[config.mk]
export PLATFORM = sky130hd
export DESIGN_NAME = ex_stage
export DESIGN_NICKNAME = d
export VERILOG_FILES = /design/src/verilog/ex_pkg.sv /design/src/verilog/ex_alu.sv /design/src/verilog/ex_mult.sv /design/src/verilog/ex_stage.sv /design/src/verilog/ex_writeback.sv
export SDC_FILE = /design/constraint.sdc
export NUM_CORES = 2
export LEC_CHECK = 0
export ABC_AREA = 1
export BUFFER_PORTS_ARGS = -buffer_cell sky130_fd_sc_hd__buf_2
export CAP_MARGIN = 15
export CORE_ASPECT_RATIO = 1.2
export CORE_MARGIN = 5
export CORE_UTILIZATION = 25
export CTS_CLUSTER_SIZE = 30
export DETAILED_ROUTE_END_ITERATION = 8
export PLACE_DENSITY = 0.39
export RECOVER_POWER = 100
export REMOVE_ABC_BUFFERS = 1
export SLEW_MARGIN = 40
export SYNTH_ARGS = -nofsm -noshare
export SYNTH_HDL_FRONTEND = slang
export SYNTH_HIERARCHICAL = 1
export SYNTH_SLANG_ARGS = --single-unit
[constraint.sdc]
create_clock -name clk -period 7.56 [get_ports clk]
set_input_delay 0.378 -clock clk [delete_from_list [all_inputs] [get_ports clk]]
set_output_delay 0.378 -clock clk [all_outputs]
set_load 0.1 [all_outputs]
[src/verilog/ex_pkg.sv]
package ex_pkg;

  //////////////////////////////////////////////////
  // Widths
  //////////////////////////////////////////////////

  // Operand and result width
  localparam int DATA_W = 32;
  // Register file address width, upper bit selects the FP bank
  localparam int RADDR_W = 6;

  // Operand or result word
  typedef logic [DATA_W-1:0] data_t;
  // Register file write address
  typedef logic [RADDR_W-1:0] raddr_t;

  //////////////////////////////////////////////////
  // Operator encodings
  //////////////////////////////////////////////////

  // ALU operators, all sixteen codes are in use
  typedef enum logic [3:0] {
    ALU_ADD  = 4'h0,
    ALU_SUB  = 4'h1,
    ALU_AND  = 4'h2,
    ALU_OR   = 4'h3,
    ALU_XOR  = 4'h4,
    ALU_SLL  = 4'h5,
    ALU_SRL  = 4'h6,
    ALU_SRA  = 4'h7,
    ALU_SLT  = 4'h8,
    ALU_SLTU = 4'h9,
    // Branch comparisons
    ALU_EQ   = 4'ha,
    ALU_NE   = 4'hb,
    ALU_LT   = 4'hc,
    ALU_GE   = 4'hd,
    ALU_LTU  = 4'he,
    ALU_GEU  = 4'hf
  } alu_op_e;

  // Multiplier operators
  typedef enum logic [1:0] {
    MUL_L   = 2'b00,
    MUL_H   = 2'b01,
    MUL_HSU = 2'b10,
    MUL_HU  = 2'b11
  } mul_op_e;

endpackage

[src/verilog/ex_alu.sv]
`timescale 1ns/1ps

module ex_alu (
  input  logic            alu_en_i,
  input  ex_pkg::alu_op_e operator_i,
  input  ex_pkg::data_t   operand_a_i,
  input  ex_pkg::data_t   operand_b_i,
  output ex_pkg::data_t   result_o,
  output logic            cmp_result_o
);

  // Adder path
  logic          is_sub;
  ex_pkg::data_t adder_op_b;
  ex_pkg::data_t adder_result;

  // Shifter path
  logic [4:0]    shamt;
  ex_pkg::data_t shift_result;

  // Comparator path
  logic          is_equal;
  logic          lt_signed;
  logic          lt_unsigned;
  logic          cmp_result;

  ex_pkg::data_t result;

  //////////////////////////////////////////////////
  // Adder
  //////////////////////////////////////////////////

  assign is_sub = (operator_i == ex_pkg::ALU_SUB);

  // Two's complement subtract, carry-in supplies the +1
  assign adder_op_b   = is_sub ? ~operand_b_i : operand_b_i;
  assign adder_result = operand_a_i + adder_op_b + {{(ex_pkg::DATA_W-1){1'b0}}, is_sub};

  //////////////////////////////////////////////////
  // Shifter
  //////////////////////////////////////////////////

  // Only the low five bits of b count
  assign shamt = operand_b_i[4:0];

  always_comb begin
    case (operator_i)
      ex_pkg::ALU_SLL: shift_result = operand_a_i << shamt;
      ex_pkg::ALU_SRA: shift_result = $signed(operand_a_i) >>> shamt;
      default:         shift_result = operand_a_i >> shamt;
    endcase
  end

  //////////////////////////////////////////////////
  // Comparator
  //////////////////////////////////////////////////

  assign is_equal    = (operand_a_i == operand_b_i);
  assign lt_signed   = ($signed(operand_a_i) < $signed(operand_b_i));
  assign lt_unsigned = (operand_a_i < operand_b_i);

  // Shared by set-less-than and the branch unit
  always_comb begin
    case (operator_i)
      ex_pkg::ALU_SLT,
      ex_pkg::ALU_LT:   cmp_result = lt_signed;
      ex_pkg::ALU_SLTU,
      ex_pkg::ALU_LTU:  cmp_result = lt_unsigned;
      ex_pkg::ALU_GE:   cmp_result = ~lt_signed;
      ex_pkg::ALU_GEU:  cmp_result = ~lt_unsigned;
      ex_pkg::ALU_EQ:   cmp_result = is_equal;
      ex_pkg::ALU_NE:   cmp_result = ~is_equal;
      default:          cmp_result = 1'b0;
    endcase
  end

  //////////////////////////////////////////////////
  // Result mux
  //////////////////////////////////////////////////

  always_comb begin
    case (operator_i)
      ex_pkg::ALU_ADD,
      ex_pkg::ALU_SUB:  result = adder_result;
      ex_pkg::ALU_AND:  result = operand_a_i & operand_b_i;
      ex_pkg::ALU_OR:   result = operand_a_i | operand_b_i;
      ex_pkg::ALU_XOR:  result = operand_a_i ^ operand_b_i;
      ex_pkg::ALU_SLL,
      ex_pkg::ALU_SRL,
      ex_pkg::ALU_SRA:  result = shift_result;
      // Comparisons return the flag zero-extended
      default:          result = {{(ex_pkg::DATA_W-1){1'b0}}, cmp_result};
    endcase
  end

  // Idle ALU drives zeros
  assign result_o     = alu_en_i ? result : '0;
  assign cmp_result_o = alu_en_i & cmp_result;

endmodule

[src/verilog/ex_mult.sv]
`timescale 1ns/1ps

module ex_mult (
  input  logic            clk,
  input  logic            rst_n,
  input  logic            enable_i,
  input  ex_pkg::mul_op_e operator_i,
  input  ex_pkg::data_t   op_a_i,
  input  ex_pkg::data_t   op_b_i,
  input  logic            ex_ready_i,
  output ex_pkg::data_t   result_o,
  output logic            multicycle_o,
  output logic            ready_o
);

  typedef enum logic {
    IDLE,
    STEP
  } mulh_state_e;

  mulh_state_e state_q;
  mulh_state_e state_d;

  // Operand extension
  logic                            sign_a;
  logic                            sign_b;
  logic signed [ex_pkg::DATA_W:0]  op_a_ext;
  logic signed [ex_pkg::DATA_W:0]  op_b_ext;

  // 66-bit signed product of the extended operands
  logic signed [2*ex_pkg::DATA_W+1:0] product;

  logic          is_high;
  ex_pkg::data_t mulh_q;

  //////////////////////////////////////////////////
  // Product
  //////////////////////////////////////////////////

  // MUL_H signs both, MUL_HSU signs only a
  assign sign_a = (operator_i == ex_pkg::MUL_H) | (operator_i == ex_pkg::MUL_HSU);
  assign sign_b = (operator_i == ex_pkg::MUL_H);

  assign op_a_ext = {sign_a & op_a_i[ex_pkg::DATA_W-1], op_a_i};
  assign op_b_ext = {sign_b & op_b_i[ex_pkg::DATA_W-1], op_b_i};

  assign product = op_a_ext * op_b_ext;

  assign is_high = enable_i & (operator_i != ex_pkg::MUL_L);

  //////////////////////////////////////////////////
  // High-word sequencer
  //////////////////////////////////////////////////

  always_comb begin
    state_d      = state_q;
    ready_o      = 1'b1;
    multicycle_o = 1'b0;

    case (state_q)
      IDLE: begin
        // First cycle of a high multiply stalls the stage
        if (is_high) begin
          ready_o      = 1'b0;
          multicycle_o = 1'b1;
          state_d      = STEP;
        end
      end
      STEP: begin
        // Result sits in mulh_q until the stage moves on
        if (ex_ready_i) begin
          state_d = IDLE;
        end
      end
      default: state_d = IDLE;
    endcase
  end

  always_ff @(posedge clk or negedge rst_n) begin
    if (!rst_n) begin
      state_q <= IDLE;
    end else begin
      state_q <= state_d;
    end
  end

  // Upper word captured in the stall cycle
  always_ff @(posedge clk) begin
    if ((state_q == IDLE) && is_high) begin
      mulh_q <= product[2*ex_pkg::DATA_W-1:ex_pkg::DATA_W];
    end
  end

  // Low word is the same for every sign mode
  assign result_o = (state_q == STEP) ? mulh_q : product[ex_pkg::DATA_W-1:0];

endmodule

[src/verilog/ex_stage.sv]
`timescale 1ns/1ps

module ex_stage #(
  parameter int unsigned POWER_GATE = 1
) (
  input  logic            clk,
  input  logic            rst_n,

  // ALU operation from ID
  input  logic            alu_en_i,
  input  ex_pkg::alu_op_e alu_operator_i,
  input  ex_pkg::data_t   alu_operand_a_i,
  input  ex_pkg::data_t   alu_operand_b_i,
  input  ex_pkg::data_t   alu_operand_c_i,

  // Multiplier operation from ID
  input  logic            mult_en_i,
  input  ex_pkg::mul_op_e mult_operator_i,
  input  ex_pkg::data_t   mult_operand_a_i,
  input  ex_pkg::data_t   mult_operand_b_i,

  input  logic            csr_access_i,
  input  ex_pkg::data_t   csr_rdata_i,

  // Load/store unit
  input  logic            lsu_en_i,
  input  ex_pkg::data_t   lsu_rdata_i,
  input  logic            lsu_ready_ex_i,
  input  logic            lsu_err_i,

  input  logic            branch_in_ex_i,
  input  logic            wb_ready_i,

  input  logic            regfile_alu_we_i,
  input  ex_pkg::raddr_t  regfile_alu_waddr_i,
  input  logic            regfile_we_i,
  input  ex_pkg::raddr_t  regfile_waddr_i,

  // Forwarding port
  output ex_pkg::raddr_t  regfile_alu_waddr_fw_o,
  output logic            regfile_alu_we_fw_o,
  output logic            regfile_alu_we_fw_power_o,
  output ex_pkg::data_t   regfile_alu_wdata_fw_o,

  // Load write-back port
  output ex_pkg::raddr_t  regfile_waddr_wb_o,
  output logic            regfile_we_wb_o,
  output logic            regfile_we_wb_power_o,
  output ex_pkg::data_t   regfile_wdata_wb_o,

  output logic            ex_ready_o,
  output logic            ex_valid_o,
  output logic            mult_multicycle_o,

  // To IF
  output logic            branch_decision_o,
  output ex_pkg::data_t   jump_target_o
);

  ex_pkg::data_t alu_result;
  logic          alu_cmp_result;
  ex_pkg::data_t mult_result;
  logic          mult_ready;

  // Branch target is computed in ID and passed on operand c
  assign branch_decision_o = alu_cmp_result;
  assign jump_target_o     = alu_operand_c_i;

  //////////////////////////////////////////////////
  // ALU
  //////////////////////////////////////////////////

  ex_alu u_alu (
    .alu_en_i     (alu_en_i),
    .operator_i   (alu_operator_i),
    .operand_a_i  (alu_operand_a_i),
    .operand_b_i  (alu_operand_b_i),
    .result_o     (alu_result),
    .cmp_result_o (alu_cmp_result)
  );

  //////////////////////////////////////////////////
  // Multiplier
  //////////////////////////////////////////////////

  ex_mult u_mult (
    .clk          (clk),
    .rst_n        (rst_n),
    .enable_i     (mult_en_i),
    .operator_i   (mult_operator_i),
    .op_a_i       (mult_operand_a_i),
    .op_b_i       (mult_operand_b_i),
    .ex_ready_i   (ex_ready_o),
    .result_o     (mult_result),
    .multicycle_o (mult_multicycle_o),
    .ready_o      (mult_ready)
  );

  //////////////////////////////////////////////////
  // Write-back and stage control
  //////////////////////////////////////////////////

  ex_writeback #(
    .POWER_GATE (POWER_GATE)
  ) u_writeback (
    .clk                       (clk),
    .rst_n                     (rst_n),
    .alu_en_i                  (alu_en_i),
    .mult_en_i                 (mult_en_i),
    .csr_access_i              (csr_access_i),
    .lsu_en_i                  (lsu_en_i),
    .alu_result_i              (alu_result),
    .mult_result_i             (mult_result),
    .csr_rdata_i               (csr_rdata_i),
    .lsu_rdata_i               (lsu_rdata_i),
    .mult_ready_i              (mult_ready),
    .lsu_ready_ex_i            (lsu_ready_ex_i),
    .lsu_err_i                 (lsu_err_i),
    .wb_ready_i                (wb_ready_i),
    .branch_in_ex_i            (branch_in_ex_i),
    .regfile_alu_we_i          (regfile_alu_we_i),
    .regfile_we_i              (regfile_we_i),
    .regfile_alu_waddr_i       (regfile_alu_waddr_i),
    .regfile_waddr_i           (regfile_waddr_i),
    .regfile_alu_waddr_fw_o    (regfile_alu_waddr_fw_o),
    .regfile_alu_we_fw_o       (regfile_alu_we_fw_o),
    .regfile_alu_we_fw_power_o (regfile_alu_we_fw_power_o),
    .regfile_alu_wdata_fw_o    (regfile_alu_wdata_fw_o),
    .regfile_waddr_wb_o        (regfile_waddr_wb_o),
    .regfile_we_wb_o           (regfile_we_wb_o),
    .regfile_we_wb_power_o     (regfile_we_wb_power_o),
    .regfile_wdata_wb_o        (regfile_wdata_wb_o),
    .ex_ready_o                (ex_ready_o),
    .ex_valid_o                (ex_valid_o)
  );

endmodule

[src/verilog/ex_writeback.sv]
`timescale 1ns/1ps

module ex_writeback #(
  parameter int unsigned POWER_GATE = 1
) (
  input  logic           clk,
  input  logic           rst_n,

  // Unit enables from ID
  input  logic           alu_en_i,
  input  logic           mult_en_i,
  input  logic           csr_access_i,
  input  logic           lsu_en_i,

  // Result sources
  input  ex_pkg::data_t  alu_result_i,
  input  ex_pkg::data_t  mult_result_i,
  input  ex_pkg::data_t  csr_rdata_i,
  input  ex_pkg::data_t  lsu_rdata_i,

  // Stall and flow control
  input  logic           mult_ready_i,
  input  logic           lsu_ready_ex_i,
  input  logic           lsu_err_i,
  input  logic           wb_ready_i,
  input  logic           branch_in_ex_i,

  // Destination registers
  input  logic           regfile_alu_we_i,
  input  logic           regfile_we_i,
  input  ex_pkg::raddr_t regfile_alu_waddr_i,
  input  ex_pkg::raddr_t regfile_waddr_i,

  // Forwarding port back to ID
  output ex_pkg::raddr_t regfile_alu_waddr_fw_o,
  output logic           regfile_alu_we_fw_o,
  output logic           regfile_alu_we_fw_power_o,
  output ex_pkg::data_t  regfile_alu_wdata_fw_o,

  // Load write-back port
  output ex_pkg::raddr_t regfile_waddr_wb_o,
  output logic           regfile_we_wb_o,
  output logic           regfile_we_wb_power_o,
  output ex_pkg::data_t  regfile_wdata_wb_o,

  output logic           ex_ready_o,
  output logic           ex_valid_o
);

  logic           regfile_we_lsu_q;
  ex_pkg::raddr_t regfile_waddr_lsu_q;
  logic           lsu_we;
  logic           units_ready;

  //////////////////////////////////////////////////
  // Forwarding port
  //////////////////////////////////////////////////

  // CSR wins over the multiplier, which wins over the ALU
  always_comb begin
    if (csr_access_i) begin
      regfile_alu_wdata_fw_o = csr_rdata_i;
    end else if (mult_en_i) begin
      regfile_alu_wdata_fw_o = mult_result_i;
    end else if (alu_en_i) begin
      regfile_alu_wdata_fw_o = alu_result_i;
    end else begin
      regfile_alu_wdata_fw_o = '0;
    end
  end

  assign regfile_alu_waddr_fw_o = regfile_alu_waddr_i;
  assign regfile_alu_we_fw_o    = regfile_alu_we_i;

  // Only toggle the RF write while the producing units are done
  assign regfile_alu_we_fw_power_o = (POWER_GATE != 0) ?
                                     regfile_alu_we_i & mult_ready_i & lsu_ready_ex_i :
                                     regfile_alu_we_i;

  //////////////////////////////////////////////////
  // EX/WB pipeline register
  //////////////////////////////////////////////////

  // A bus error cancels the load write
  assign lsu_we = regfile_we_i & ~lsu_err_i;

  always_ff @(posedge clk or negedge rst_n) begin
    if (!rst_n) begin
      regfile_we_lsu_q <= 1'b0;
    end else if (ex_valid_o) begin
      regfile_we_lsu_q <= lsu_we;
    end else if (wb_ready_i) begin
      // WB drained and nothing new, flush the slot
      regfile_we_lsu_q <= 1'b0;
    end
  end

  always_ff @(posedge clk) begin
    if (ex_valid_o && lsu_we) begin
      regfile_waddr_lsu_q <= regfile_waddr_i;
    end
  end

  assign regfile_we_wb_o    = regfile_we_lsu_q;
  assign regfile_waddr_wb_o = regfile_waddr_lsu_q;
  assign regfile_wdata_wb_o = lsu_rdata_i;

  assign regfile_we_wb_power_o = (POWER_GATE != 0) ? regfile_we_lsu_q & wb_ready_i :
                                                     regfile_we_lsu_q;

  //////////////////////////////////////////////////
  // Stage ready and valid
  //////////////////////////////////////////////////

  assign units_ready = mult_ready_i & lsu_ready_ex_i & wb_ready_i;

  // Branches finish in EX and never wait on WB
  assign ex_ready_o = units_ready | branch_in_ex_i;
  assign ex_valid_o = (alu_en_i | mult_en_i | csr_access_i | lsu_en_i) & units_ready;

endmodule
==> results.yml <==
status:
  status: "complete, but fails checks"
  violations: "max-capacitance violations, max-slew violations"
route:
  drc: 0
  ant_nets: 0
  routed.top_layer: "met5"
  first_pass_iters: 5
  wl_per_cell_um: 21.19
  via_count: 47596
  viasPerCell: 4.506
  first_iter_violations: 2687
  wirelength_um: 223900
  met1Wirelength_um: 87200
  wl_met2_um: 120300
  wl_met3_um: 7403
setup_path:
  cp_slowest_cell: "fa_1"
  crit_fanout: 5
  criticalPathCategory: "in -> out"
  endpoint_kind: "output pin"
  required_ns: 7.18
  start_kind: "input pin"
  cp_slowest_stage_delay_ns: 0.53
  crit_arrival_ns: 7.07
  cp_common_cell: "fa_1"
floorplanning:
  rows: 184
  fp.dieH_um: 511.7
  die_w_um: 428.1
  die-area_um2: 219100
  start_util: 0.2509
  num_io_pins: 370
  core_um2: 209000
grt:
  grt_max_degree: 78
  grt_usage: 0.1998
  antenna_found_initial: 2
  grt_pass1_vias: 51451
  grt_overflow_total: 0
  grt_first_pass_wirelength_um: 332600
layout:
  final_cells: 10563
  nNetsFinal: 9492
  regArea_um2: 1191
  multi_input_area_um2: 44440
  area_delta_synth_final_pct: 20.77
  nFillCells: 23259
  drive_above_1_share: 0.1687
sta:
  finalCritPeriodShare: 0.9858
  finalClockSkew_ns: 0.01888
  fin_crit_ns: 7.452
  slew_violations: 87
  hold_viol: 0
  finalSetupViolCount: 0
  max_slew_margin: -0.6257
  rsz0062_at_grt: "yes"
  fmax_mhz: 134.2
  worst_pin_slew_ns: 2.439
logic_synthesis:
  synth_compound_area_frac: 0.04905
  synthTopCellsByCount: "nand2_1 (2,119), inv_1 (1,785), fa_1 (1,126)"
  synth_top_area_cell: "fa_1"
  synth_area_per_cell_um2: 7.141
  ys_async_sr_fraction: 0.05000
  synthSimpleGateAreaFrac: 0.2383
  ys_ff_latch: 40
  synth_most_common_cell: "nand2_1"
  synth.area.mux_share: 0.0007634
  synth.distinct_cells: 53
  synth_top_family_by_area: "adder cells"
  synthTopCellsByArea: "fa_1 (43%), nand2_1 (15%), inv_1 (13%), ha_1 (8.1%), nand3_1 (3.8%)"
  synth_edf_count: 38
  yosys.area_share.adder: 0.5111
  yosys.area_share.xor_xnor: 0.009018
  yosysSeqAreaShare: 0.02271
  synthesis.area_um2: 52450
  dominantRegCellSynth: "edfxtp_1"
  synth_cells: 7345
  netlist.area_leader.share: 0.4298
  yosys_warnings: 6
clock_tree:
  root_buffer: "clkbuf_16"
  cts_made_buffers: 5
  h-tree-depth: 2
  clk_pin_slew_ns: 0.06
  clk_path_buf_depth: 2
  worstSkewPairLatency_ns: 0.32
  cts_tree: "yes"
  clkSinkCount: 40
min_path:
  min_path_type: "in -> reg"
placed_design:
  portBuffers: 229
  gp_congestion: 0.9741
  dp_hpwl_um: 193400
  place_inst: 10485
job:
  cap_violations: 2
[critical path, delay by kind of cell]
family	cells	cell delay, ns
and+or+nand+nor	13	1.34
adders and majority gates	9	4.29
buffers and inverters	12	1.03
[metrics by stage]
stage	setup slack (ns)	setup TNS (ns)	hold slack, ns	area, um^2	utilization
global placement	-0.6570	-19.59	0.1683	59870	0.2864
floorplan	-0.1198	-0.5523	0.08241	50360	-
global route	-0.1527	-2.365	0.2306	63340	0.3030
detailed placement	-0.6767	-19.93	0.1685	59870	0.2864
finish	0.1077	0	0.2434	63340	0.3030
CTS	-0.07304	-0.5463	0.2268	60960	0.2916
[cell type report]
cell class                 count  share of cell area
antenna                        1          0.00003951
clock buffer                   5            0.001975
clock inverter                 3           0.0007506
inverter                    1803              0.1069
multi-input combinational   5060              0.7016
sequential                    40             0.01881
tap                         2790             0.05511
timing repair buffer         860              0.1146
timing repair inverter         1           0.0001185
[registers in the layout, indices dropped and copies added, names as in the netlist]
register and count:
u_mult/mulh_q 32, u_mult/state_q 1, u_writeback/regfile_waddr_wb_o 6, u_writeback/regfile_we_wb_o 1
[cell families (layout without fill, tap and decap cells)]
kind of cell | Yosys count | after routing
AOI/OAI and AO/OA | 451 | 451
xor gates and xnor gates | 54 | 54
adders and majority gates | 1467 | 1467
buffers and inverters | 2245 | 2672
DFF | 40 | 40
muxes | 4 | 4
other | 0 | 1
and+or+nand+nor | 3084 | 3084
[routing by layer]
metal,global-route usage,up-vias
met1,0.2285,24146
met5,0.004153,-
li1,-,22110
met2,0.3888,1077
met3,0.01547,259
met4,0.06500,4
[worst paths after layout]
check	slack [ns]	end	startpoint	depth (start not counted)
worst max-delay path	0.11	regfile_alu_wdata_fw_o[30]	mult_operand_a_i[26]	34
worst min-delay path	0.24	u_writeback/regfile_waddr_wb_o[3]$_DFFE_PP_	regfile_waddr_i[3]	1
worst max register to register	3.97	u_writeback/regfile_waddr_wb_o[5]$_DFFE_PP_	u_mult/state_q$_DFF_PN0_	8
worst min register to register	0.53	u_writeback/regfile_we_wb_o$_DFFE_PN0P_	u_writeback/regfile_we_wb_o$_DFFE_PN0P_	2
max in group asynchronous	7.01	u_mult/state_q$_DFF_PN0_	rst_n	2
min in group asynchronous	0.42	u_writeback/regfile_we_wb_o$_DFFE_PN0P_	rst_n	2
[cell usage in the layout, fill, tap and decap left out, types with 17 or more instances in the layout]
cell type and n:
a21oi_1 173, a21oi_2 28, buf_12 61, buf_2 145, buf_4 530, buf_6 60, buf_8 19, clkbuf_1 28
edfxtp_1 38, fa_1 1106, fa_2 20, ha_1 304, ha_4 32, inv_1 1736, inv_2 63, nand2_1 2002
nand2_2 92, nand2_4 31, nand3_1 390, nand4_1 43, nor2_1 332, nor2_2 38, nor2_4 62, o211ai_1 17
o21a_1 17, o21ai_0 78, o21ai_1 28, o21bai_1 19, or2_2 23, xor2_1 41
[repair_timing]
action | 4_1_cts | 5_1_grt
resized for setup | 199 | 535
endpoints found under the hold margin | 2 | 0
endpoints found under the setup margin | 47 | 51
buffers inserted | 21 | 50
hold buffers | 1 | 0
cloned | 1 | 8
pin swaps | 48 | 201
Power is not shown: default switching activity piles up to over one toggle a cycle in this logic, so the estimate is an artifact.
